[src/common/scope_pkg.sv]
// Sample and destination types, test pattern constants and FSM state encodings
package scope_pkg;

    // One acquired sample word
    typedef logic [31:0] sample_t;

    // Destination (channel) number carried with each sample
    typedef logic [7:0] dest_t;

    // Offset added per destination number in the self-test pattern
    localparam int DEST_WEIGHT = 2000;

    // Idle cycles between two samples of the same packet
    localparam int SAMPLE_SPACING = 6;

    typedef enum logic [2:0] {
        gen_idle      = 3'd0,
        gen_advance   = 3'd1,
        gen_spacing   = 3'd2,
        gen_wait_done = 3'd3,
        gen_backoff   = 3'd4
    } gen_state_e;

    typedef enum logic [1:0] {
        col_wait_frame   = 2'd0,
        col_read_channel = 2'd1,
        col_finish       = 2'd2,
        col_release      = 2'd3
    } collect_state_e;

endpackage

[src/common/readout_if.sv]
// Read port interface between one channel buffer and the frame collector
`timescale 1ns/100ps

interface readout_if;
    import scope_pkg::*;

    logic [15:0] rd_addr;
    logic        rd_en;
    // Valid one cycle after rd_en
    sample_t     rd_data;
    // Number of words held in the buffer
    logic [15:0] count;
    logic        clear;

    modport buffer (
        input  rd_addr,
        input  rd_en,
        input  clear,
        output rd_data,
        output count
    );

    modport reader (
        output rd_addr,
        output rd_en,
        output clear,
        input  rd_data,
        input  count
    );

endinterface

[src/common/sample_stream_if.sv]
// Sample stream interface from the pattern generator to the channel buffers
`timescale 1ns/100ps

interface sample_stream_if;
    import scope_pkg::*;

    sample_t data;
    dest_t   dest;
    logic    valid;
    // High together with the final word of the final destination
    logic    last;

    modport source (
        output data,
        output dest,
        output valid,
        output last
    );

    modport sink (
        input data,
        input dest,
        input valid,
        input last
    );

endinterface

[src/hw/channel_capture.sv]
// Single channel sample buffer with write counter, registered read and clear
`timescale 1ns/100ps

module channel_capture #(
    parameter int CHANNEL_DEST = 1,
    parameter int MAX_PACKET   = 16
) (
    input  logic          clock,
    input  logic          reset,
    sample_stream_if.sink stream,
    readout_if.buffer     readout
);
    import scope_pkg::*;

    localparam int ADDR_W = (MAX_PACKET > 1) ? $clog2(MAX_PACKET) : 1;

    sample_t     mem [MAX_PACKET];
    logic [15:0] count;
    logic        hit;
    logic        store;

    assign hit   = stream.valid && (stream.dest == dest_t'(CHANNEL_DEST));
    // Words beyond the buffer depth are dropped
    assign store = hit && (count != 16'(MAX_PACKET));

    assign readout.count = count;

    always_ff @(posedge clock) begin
        if (!reset) begin
            count <= '0;
        end else if (readout.clear) begin
            count <= '0;
        end else if (store) begin
            count <= count + 16'd1;
        end
    end

    always_ff @(posedge clock) begin
        if (store) begin
            mem[count[ADDR_W-1:0]] <= stream.data;
        end
    end

    always_ff @(posedge clock) begin
        if (readout.rd_en) begin
            readout.rd_data <= mem[readout.rd_addr[ADDR_W-1:0]];
        end
    end

    // packet_length must not exceed the depth given at the top level
    no_overflow: assert property (
        @(posedge clock) disable iff (!reset) hit |-> (count != 16'(MAX_PACKET))
    );

endmodule

[src/hw/collector/frame_collector.sv]
// Frame collector FSM that drains the channel buffers in order and signals dma_done
`timescale 1ns/100ps

module frame_collector #(
    parameter int N_CHANNELS = 6,
    parameter int DEST_START = 1
) (
    input  logic               clock,
    input  logic               reset,
    sample_stream_if.sink      stream,
    readout_if.reader          readout [N_CHANNELS],
    output scope_pkg::sample_t out_data,
    output scope_pkg::dest_t   out_dest,
    output logic               out_valid,
    output logic               out_last,
    output logic               dma_done
);
    import scope_pkg::*;

    localparam int CH_W = (N_CHANNELS > 1) ? $clog2(N_CHANNELS) : 1;

    collect_state_e  state;
    logic [CH_W-1:0] ch_index;
    logic [15:0]     rd_addr;
    logic [CH_W-1:0] out_ch;
    logic [15:0]     counts [N_CHANNELS];
    sample_t         rd_data [N_CHANNELS];
    logic [CH_W-1:0] sel_ch;
    logic            sel_found;
    logic            more_after;
    logic            issue;
    logic            word_done;

    // Flatten the interface array so it can be indexed by the channel counter
    for (genvar g = 0; g < N_CHANNELS; g++) begin : g_port
        assign counts[g]          = readout[g].count;
        assign rd_data[g]         = readout[g].rd_data;
        assign readout[g].rd_addr = rd_addr;
        assign readout[g].rd_en   = issue && (sel_ch == CH_W'(g));
        assign readout[g].clear   = dma_done;
    end

    // Pick the first non-empty channel at or above ch_index, and note whether
    // another non-empty one follows it, so empty channels cost no cycles
    always_comb begin
        sel_found  = 1'b0;
        sel_ch     = ch_index;
        more_after = 1'b0;
        for (int j = 0; j < N_CHANNELS; j++) begin
            if ((j >= int'(ch_index)) && (counts[j] != 16'd0)) begin
                if (sel_found) begin
                    more_after = 1'b1;
                end else begin
                    sel_found = 1'b1;
                    sel_ch    = CH_W'(j);
                end
            end
        end
    end

    assign issue     = (state == col_read_channel) && sel_found;
    assign word_done = (rd_addr == counts[sel_ch] - 16'd1);
    assign dma_done  = (state == col_release);

    always_ff @(posedge clock) begin
        if (!reset) begin
            state     <= col_wait_frame;
            ch_index  <= '0;
            rd_addr   <= '0;
            out_valid <= 1'b0;
            out_last  <= 1'b0;
        end else begin
            // Output flags line up with the registered read data
            out_valid <= issue;
            out_last  <= issue && word_done && !more_after;
            case (state)
                col_wait_frame: begin
                    ch_index <= '0;
                    rd_addr  <= '0;
                    if (stream.valid && stream.last) begin
                        state <= col_read_channel;
                    end
                end
                col_read_channel: begin
                    if (!sel_found) begin
                        state <= col_finish;
                    end else if (word_done) begin
                        rd_addr <= '0;
                        if (more_after) begin
                            ch_index <= sel_ch + 1'b1;
                        end else begin
                            state <= col_finish;
                        end
                    end else begin
                        rd_addr  <= rd_addr + 16'd1;
                        ch_index <= sel_ch;
                    end
                end
                // Final word is on the output during this state
                col_finish: begin
                    state <= col_release;
                end
                col_release: begin
                    state <= col_wait_frame;
                end
            endcase
        end
    end

    always_ff @(posedge clock) begin
        if (issue) begin
            out_ch <= sel_ch;
        end
    end

    assign out_data = rd_data[out_ch];
    assign out_dest = dest_t'(DEST_START) + dest_t'(out_ch);

    // The generator leaves wait_done on the first dma_done cycle
    dma_done_pulse: assert property (
        @(posedge clock) disable iff (!reset) dma_done |=> !dma_done
    );

endmodule

[src/hw/data_gen/scope_data_gen.sv]
// Test pattern sequencer with trigger edge detection, sample spacing and backoff
`timescale 1ns/100ps

module scope_data_gen #(
    parameter int DEST_START    = 1,
    parameter int N_CHANNELS    = 6,
    parameter int BACKOFF_DELAY = 32
) (
    input  logic            clock,
    input  logic            reset,
    input  logic            enable,
    input  logic            trigger,
    input  logic            dma_done,
    input  logic [15:0]     packet_length,
    output logic            busy,
    sample_stream_if.source stream
);
    import scope_pkg::*;

    localparam dest_t       FIRST_DEST  = dest_t'(DEST_START);
    localparam dest_t       LAST_DEST   = dest_t'(DEST_START + N_CHANNELS - 1);
    localparam logic [7:0]  SPACING_END = 8'(SAMPLE_SPACING - 1);
    localparam logic [15:0] BACKOFF_END = 16'(BACKOFF_DELAY - 1);

    gen_state_e  state;
    logic [15:0] sample_index;
    dest_t       dest_count;
    logic [7:0]  spacing_count;
    logic [15:0] backoff_count;
    logic        trigger_q;
    logic        start;

    // A frame starts on a level enable or on a rising trigger edge
    assign start = enable || (trigger && !trigger_q);
    assign busy  = (state != gen_idle);

    always_ff @(posedge clock) begin
        if (!reset) begin
            state         <= gen_idle;
            sample_index  <= '0;
            dest_count    <= FIRST_DEST;
            spacing_count <= '0;
            backoff_count <= '0;
            trigger_q     <= 1'b0;
            stream.valid  <= 1'b0;
            stream.last   <= 1'b0;
        end else begin
            trigger_q    <= trigger;
            stream.valid <= 1'b0;
            stream.last  <= 1'b0;
            case (state)
                gen_idle: begin
                    sample_index <= '0;
                    dest_count   <= FIRST_DEST;
                    if (start) begin
                        state <= gen_advance;
                    end
                end
                gen_advance: begin
                    stream.data   <= sample_t'(sample_index)
                                     + sample_t'(DEST_WEIGHT) * sample_t'(dest_count);
                    stream.dest   <= dest_count;
                    stream.valid  <= 1'b1;
                    spacing_count <= '0;
                    if (sample_index == packet_length - 16'd1) begin
                        sample_index <= '0;
                        if (dest_count == LAST_DEST) begin
                            stream.last <= 1'b1;
                            state       <= gen_wait_done;
                        end else begin
                            // Next destination follows without spacing
                            dest_count <= dest_count + dest_t'(1);
                        end
                    end else begin
                        sample_index <= sample_index + 16'd1;
                        state        <= gen_spacing;
                    end
                end
                gen_spacing: begin
                    if (spacing_count == SPACING_END) begin
                        state <= gen_advance;
                    end else begin
                        spacing_count <= spacing_count + 8'd1;
                    end
                end
                gen_wait_done: begin
                    backoff_count <= '0;
                    if (dma_done) begin
                        state <= gen_backoff;
                    end
                end
                gen_backoff: begin
                    if (backoff_count == BACKOFF_END) begin
                        state <= gen_idle;
                    end else begin
                        backoff_count <= backoff_count + 16'd1;
                    end
                end
                default: begin
                    state <= gen_idle;
                end
            endcase
        end
    end

    // The collector relies on last only ever riding on a valid word
    last_needs_valid: assert property (
        @(posedge clock) disable iff (!reset) stream.last |-> stream.valid
    );

endmodule

[src/hw/scope_top.sv]
// Top level of the self-test data path: generator, channel buffers and collector
`timescale 1ns/100ps

module scope_top #(
    parameter int N_CHANNELS    = 6,
    parameter int DEST_START    = 1,
    parameter int MAX_PACKET    = 16,
    parameter int BACKOFF_DELAY = 32
) (
    input  logic               clock,
    input  logic               reset,
    input  logic               enable,
    input  logic               trigger,
    input  logic [15:0]        packet_length,
    output scope_pkg::sample_t out_data,
    output scope_pkg::dest_t   out_dest,
    output logic               out_valid,
    output logic               out_last,
    output logic               busy
);

    logic dma_done;

    sample_stream_if stream ();
    readout_if       readout [N_CHANNELS] ();

    scope_data_gen #(
        .DEST_START    (DEST_START),
        .N_CHANNELS    (N_CHANNELS),
        .BACKOFF_DELAY (BACKOFF_DELAY)
    ) data_gen (
        .clock         (clock),
        .reset         (reset),
        .enable        (enable),
        .trigger       (trigger),
        .dma_done      (dma_done),
        .packet_length (packet_length),
        .busy          (busy),
        .stream        (stream)
    );

    // One buffer per destination, numbered from DEST_START upwards
    for (genvar i = 0; i < N_CHANNELS; i++) begin : g_channel
        channel_capture #(
            .CHANNEL_DEST (DEST_START + i),
            .MAX_PACKET   (MAX_PACKET)
        ) capture (
            .clock   (clock),
            .reset   (reset),
            .stream  (stream),
            .readout (readout[i])
        );
    end

    frame_collector #(
        .N_CHANNELS (N_CHANNELS),
        .DEST_START (DEST_START)
    ) collector (
        .clock     (clock),
        .reset     (reset),
        .stream    (stream),
        .readout   (readout),
        .out_data  (out_data),
        .out_dest  (out_dest),
        .out_valid (out_valid),
        .out_last  (out_last),
        .dma_done  (dma_done)
    );

endmodule
[config.mk]
export PLATFORM = sky130hd
export DESIGN_NAME = scope_top
export DESIGN_NICKNAME = d
export VERILOG_FILES = /design/src/common/scope_pkg.sv /design/src/common/readout_if.sv /design/src/common/sample_stream_if.sv /design/src/hw/channel_capture.sv /design/src/hw/collector/frame_collector.sv /design/src/hw/data_gen/scope_data_gen.sv /design/src/hw/scope_top.sv
export SDC_FILE = /design/constraint.sdc
export NUM_CORES = 2
export LEC_CHECK = 0
export ABC_CLOCK_PERIOD_IN_PS = 9100
export BUFFER_PORTS_ARGS = -buffer_cell sky130_fd_sc_hd__buf_2
export CAP_MARGIN = 20
export CORE_UTILIZATION = 40
export DETAILED_ROUTE_END_ITERATION = 12
export GPL_TIMING_DRIVEN = 0
export PLACE_DENSITY = 0.62
export SKIP_LAST_GASP = 1
export SLEW_MARGIN = 20
export SYNTH_ARGS = -nofsm -noshare
export SYNTH_HDL_FRONTEND = slang
export SYNTH_SLANG_ARGS = --single-unit
export TNS_END_PERCENT = 30
[constraint.sdc]
create_clock -name clock -period 9.1 [get_ports clock]
set_input_delay 1.365 -clock clock [delete_from_list [all_inputs] [get_ports clock]]
set_output_delay 1.365 -clock clock [all_outputs]
set_load 0.03 [all_outputs]
==> impl_metrics.toml <==
[yosys]
synth_area_per_cell_um2 = 19.9
synth_ff_type = "edfxtp_1"
synthCells = 4560
yosys_warnings = 0
async_flop_share_pct = 0
ys_types = 89
yosysSeqAreaShare_pct = 72.5
synth_edf_count = 2071
synth_seq_cells = 2244
syn-cell-area_mm2 = 0.0905

[clock_tree]
root_buffer = "clkbuf_16"
clkSinkCount = 2244
cts_htree_levels = 4
cts_buffer_depth = 3
clk_latency_ns = 0.88
clk_pin_slew_ns = 0.07
post_cts_resized = 0
postCtsSetupBuffers = 0
cts_tree = "done"
cts_buffers = 213
cts.hold.buffers_added = 0

[timing]
slew_headroom_pct = 28.5
grt_setup_unrepaired = "no"
clock_skew_ns = 0.0404
fin_crit_sh_pct = 69.0
setup_violations = 0
post-route-min-period_ns = 6.28
report.final.slew_viol_count = 0
fmax_ghz = 0.159
hold_viol = 0
tns_ns = 0
tightest_slew_ns = 1.07

[finish]
final_cell_mix = "edfxtp_1 (2071), mux4_2 (621), clkbuf_16 (214)"
syn_to_final_growth_pct = 15.9
seq_area_mm2 = 0.0657
multi_input_area_mm2 = 0.0240
nNetsFinal = 5148
layout-drive-gt1-share_pct = 26.8
fin_util_pct = 46.7
final_common_cell = "edfxtp_1"
final.fill_count = 18501

[worst_setup_path]
crit_family = "compound AO/OA/AOI/OAI gates"
arrival_ns = 7.03
required_ns = 9.85
worstPathMaxFanout = 10
path_common_cell = "buf_6"
max_stage_delay_ns = 0.65
slowest_stage = "o21ai_0"
path_buf_inv = 4
end_kind = "flop"
path_class = "reg2reg"
startpoint_type = "flop"
crit_chain = "inv_1 -> ha_1 -> nor4b_2 -> nand4_1 -> o21ai_0 -> a221oi_2 -> o21ai_2 -> buf_6 -> buf_6 -> o211ai_1 -> a32oi_2 -> ha_1 -> o211ai_1 -> nor4_4 -> xnor2_1 -> nand4_1 -> a2111oi_2 -> and4_1 -> buf_6 -> a2111oi_2 -> a211o_1"

[job]
cap_violations = 0

[detailed_routing]
post_drt_wl_per_cell_um = 28.9
vias = 46588
dr.pass1.iters = 7
detail-route-antenna-nets = 0
wl_mm = 236
drc_errors = 0
initialDrtViolationCount = 5477
vias_per_cell = 5.70

[power_and_ir_drop]
ir_worst_vdd_uv = 197
p_leak_uw = 0.0335
pwr_density_cell_mw_per_mm2 = 206

[die]
die_h_um = 478
start_util_pct = 40.3
ios = 63
core_mm2 = 0.225
fp-row-count = 174
die_area_mm2 = 0.228
fp.dieW_um = 478

[global_routing]
grt_start_max_net_pins = 32
grt-ovfl-total = 0
grt_pass1_vias = 46683
groute.usage.overall_pct = 20.7
grt_pass1_wl_mm = 338
antenna_found_initial = 13

[placement]
portBuffers = 45
place_hpwl_mm = 161
gp_congestion = 0.875

[hold_path]
holdCritPathClass = "reg2reg"

[status]
outcome = "completed"
## stage by stage
step / area, um2 / setup slack (ns) / hold slack [ns] / power [uW] / std cells
after global placement: 94600 / 2.66 / 0.470 / 12900 / 7612
final: 105000 / 2.82 / 0.509 / 21600 / 8169
after CTS: 105000 / 2.92 / 0.503 / 21800 / 8162
after detailed placement: 97900 / 2.98 / 0.483 / 12900 / 7785
after global routing: 105000 / 2.39 / 0.546 / 22200 / 8167
after floorplan: 90600 / 4.18 / 0.451 / 12400 / 4575
## layer usage
| layer | up-vias | GRT usage (%) | share of wire [%] |
|---|---|---|---|
| met1 | 24887 | 28.5 | 41 |
| met4 | 2 | 6.81 | 3.4 |
| met3 | 366 | 3.16 | 7.3 |
| li1 | 19404 | - | - |
| met2 | 1929 | 33.8 | 48 |
| met5 | - | 0 | 0.0038 |
## logic make-up (layout without fill, tap and decap cells)
kind of cell	count (synthesis)	in the layout	synth area share, %
flip-flops	2244	2244	72.5
AND/OR/NAND/NOR	748	748	4.31
multiplexers	704	704	16.4
buffers and inverters	337	936	1.51
AO/OA/AOI/OAI	219	219	1.63
XOR/XNOR	191	191	1.85
adder cells (fa/ha/maj)	116	116	1.79
other	1	19	0.00414
## flip-flops by register name (all words and copies together) (netlist names)
signal,cells
g_channel.capture.readout.rd_data,120
collector.readout.rd_addr,16
g_channel.capture.readout.count,96
collector.ch_index,3
data_gen.stream.data,20
collector.out_last,1
collector.out_ch,3
data_gen.stream.last,1
data_gen.stream.valid,1
data_gen.trigger_q,1
data_gen.dest_count,8
data_gen.spacing_count,8
data_gen.backoff_count,16
g_channel.capture.mem,1920
data_gen.sample_index,16
data_gen.stream.dest,8
collector.out_valid,1
collector.state,2
data_gen.state,3
## worst paths after layout
path / slack, ns / cells past startpoint / startpoint / endpoint
setup / recovery: 2.82 / 21 / g_channel[5].capture.readout.count[0] / collector.state[0]
hold / removal: 0.51 / 1 / data_gen.state[0] / data_gen.state[0]
setup reg to reg: 2.82 / 21 / g_channel[5].capture.readout.count[0] / collector.state[0]
hold reg to reg: 0.51 / 1 / data_gen.state[0] / data_gen.state[0]
## power by group
part,switching (uW),internal (uW)
logic,756,594
clock network,3910,5010
registers,38.4,11300
## worst register-to-register path, cell delays in order (launching register included)
cell and delay [ns]:
dfxtp_1 0.38, inv_1 0.15, ha_1 0.40, nor4b_2 0.38, nand4_1 0.17, o21ai_0 0.65, a221oi_2 0.17, o21ai_2 0.25
buf_6 0.22, buf_6 0.23, o211ai_1 0.23, a32oi_2 0.43, ha_1 0.34, o211ai_1 0.16, nor4_4 0.44, xnor2_1 0.20
nand4_1 0.13, a2111oi_2 0.43, and4_1 0.29, buf_6 0.15, a2111oi_2 0.07, a211o_1 0.29
## Yosys cell counts, drive strengths merged (7+ instances only)
library cell | count | area share, %
ha | 93 | 1.3
nand2b | 23 | 0.16
nor2 | 245 | 1.0
xor2 | 121 | 1.2
fa | 23 | 0.51
nand4 | 42 | 0.30
a21o | 10 | 0.083
o21ai | 56 | 0.32
dfxtp | 173 | 3.8
mux2i | 69 | 0.76
nor3b | 18 | 0.15
or3 | 7 | 0.048
and2 | 44 | 0.31
o22ai | 31 | 0.21
o211ai | 11 | 0.091
nand2 | 115 | 0.48
mux2 | 14 | 0.18
buf | 69 | 0.40
nor4b | 12 | 0.18
nor3 | 35 | 0.19
inv | 116 | 0.48
and3 | 72 | 0.50
edfxtp | 2071 | 69
a21oi | 48 | 0.27
nor4 | 25 | 0.26
mux4 | 621 | 15
nand3 | 71 | 0.39
clkbuf | 149 | 0.62
xnor2 | 70 | 0.68
and4 | 7 | 0.068
nor2b | 12 | 0.083
## final cells by class
class | instances | share of cell area [%]
antenna | 3 | 0.00715
timing repair buffer | 222 | 3.01
clock buffer | 247 | 5.23
inverter | 119 | 0.426
tap | 2992 | 3.57
buffer | 218 | 0.943
multi-input combinational | 1994 | 22.9
clock inverter | 130 | 1.39
sequential | 2244 | 62.6
(Power assumes the default switching activity.)
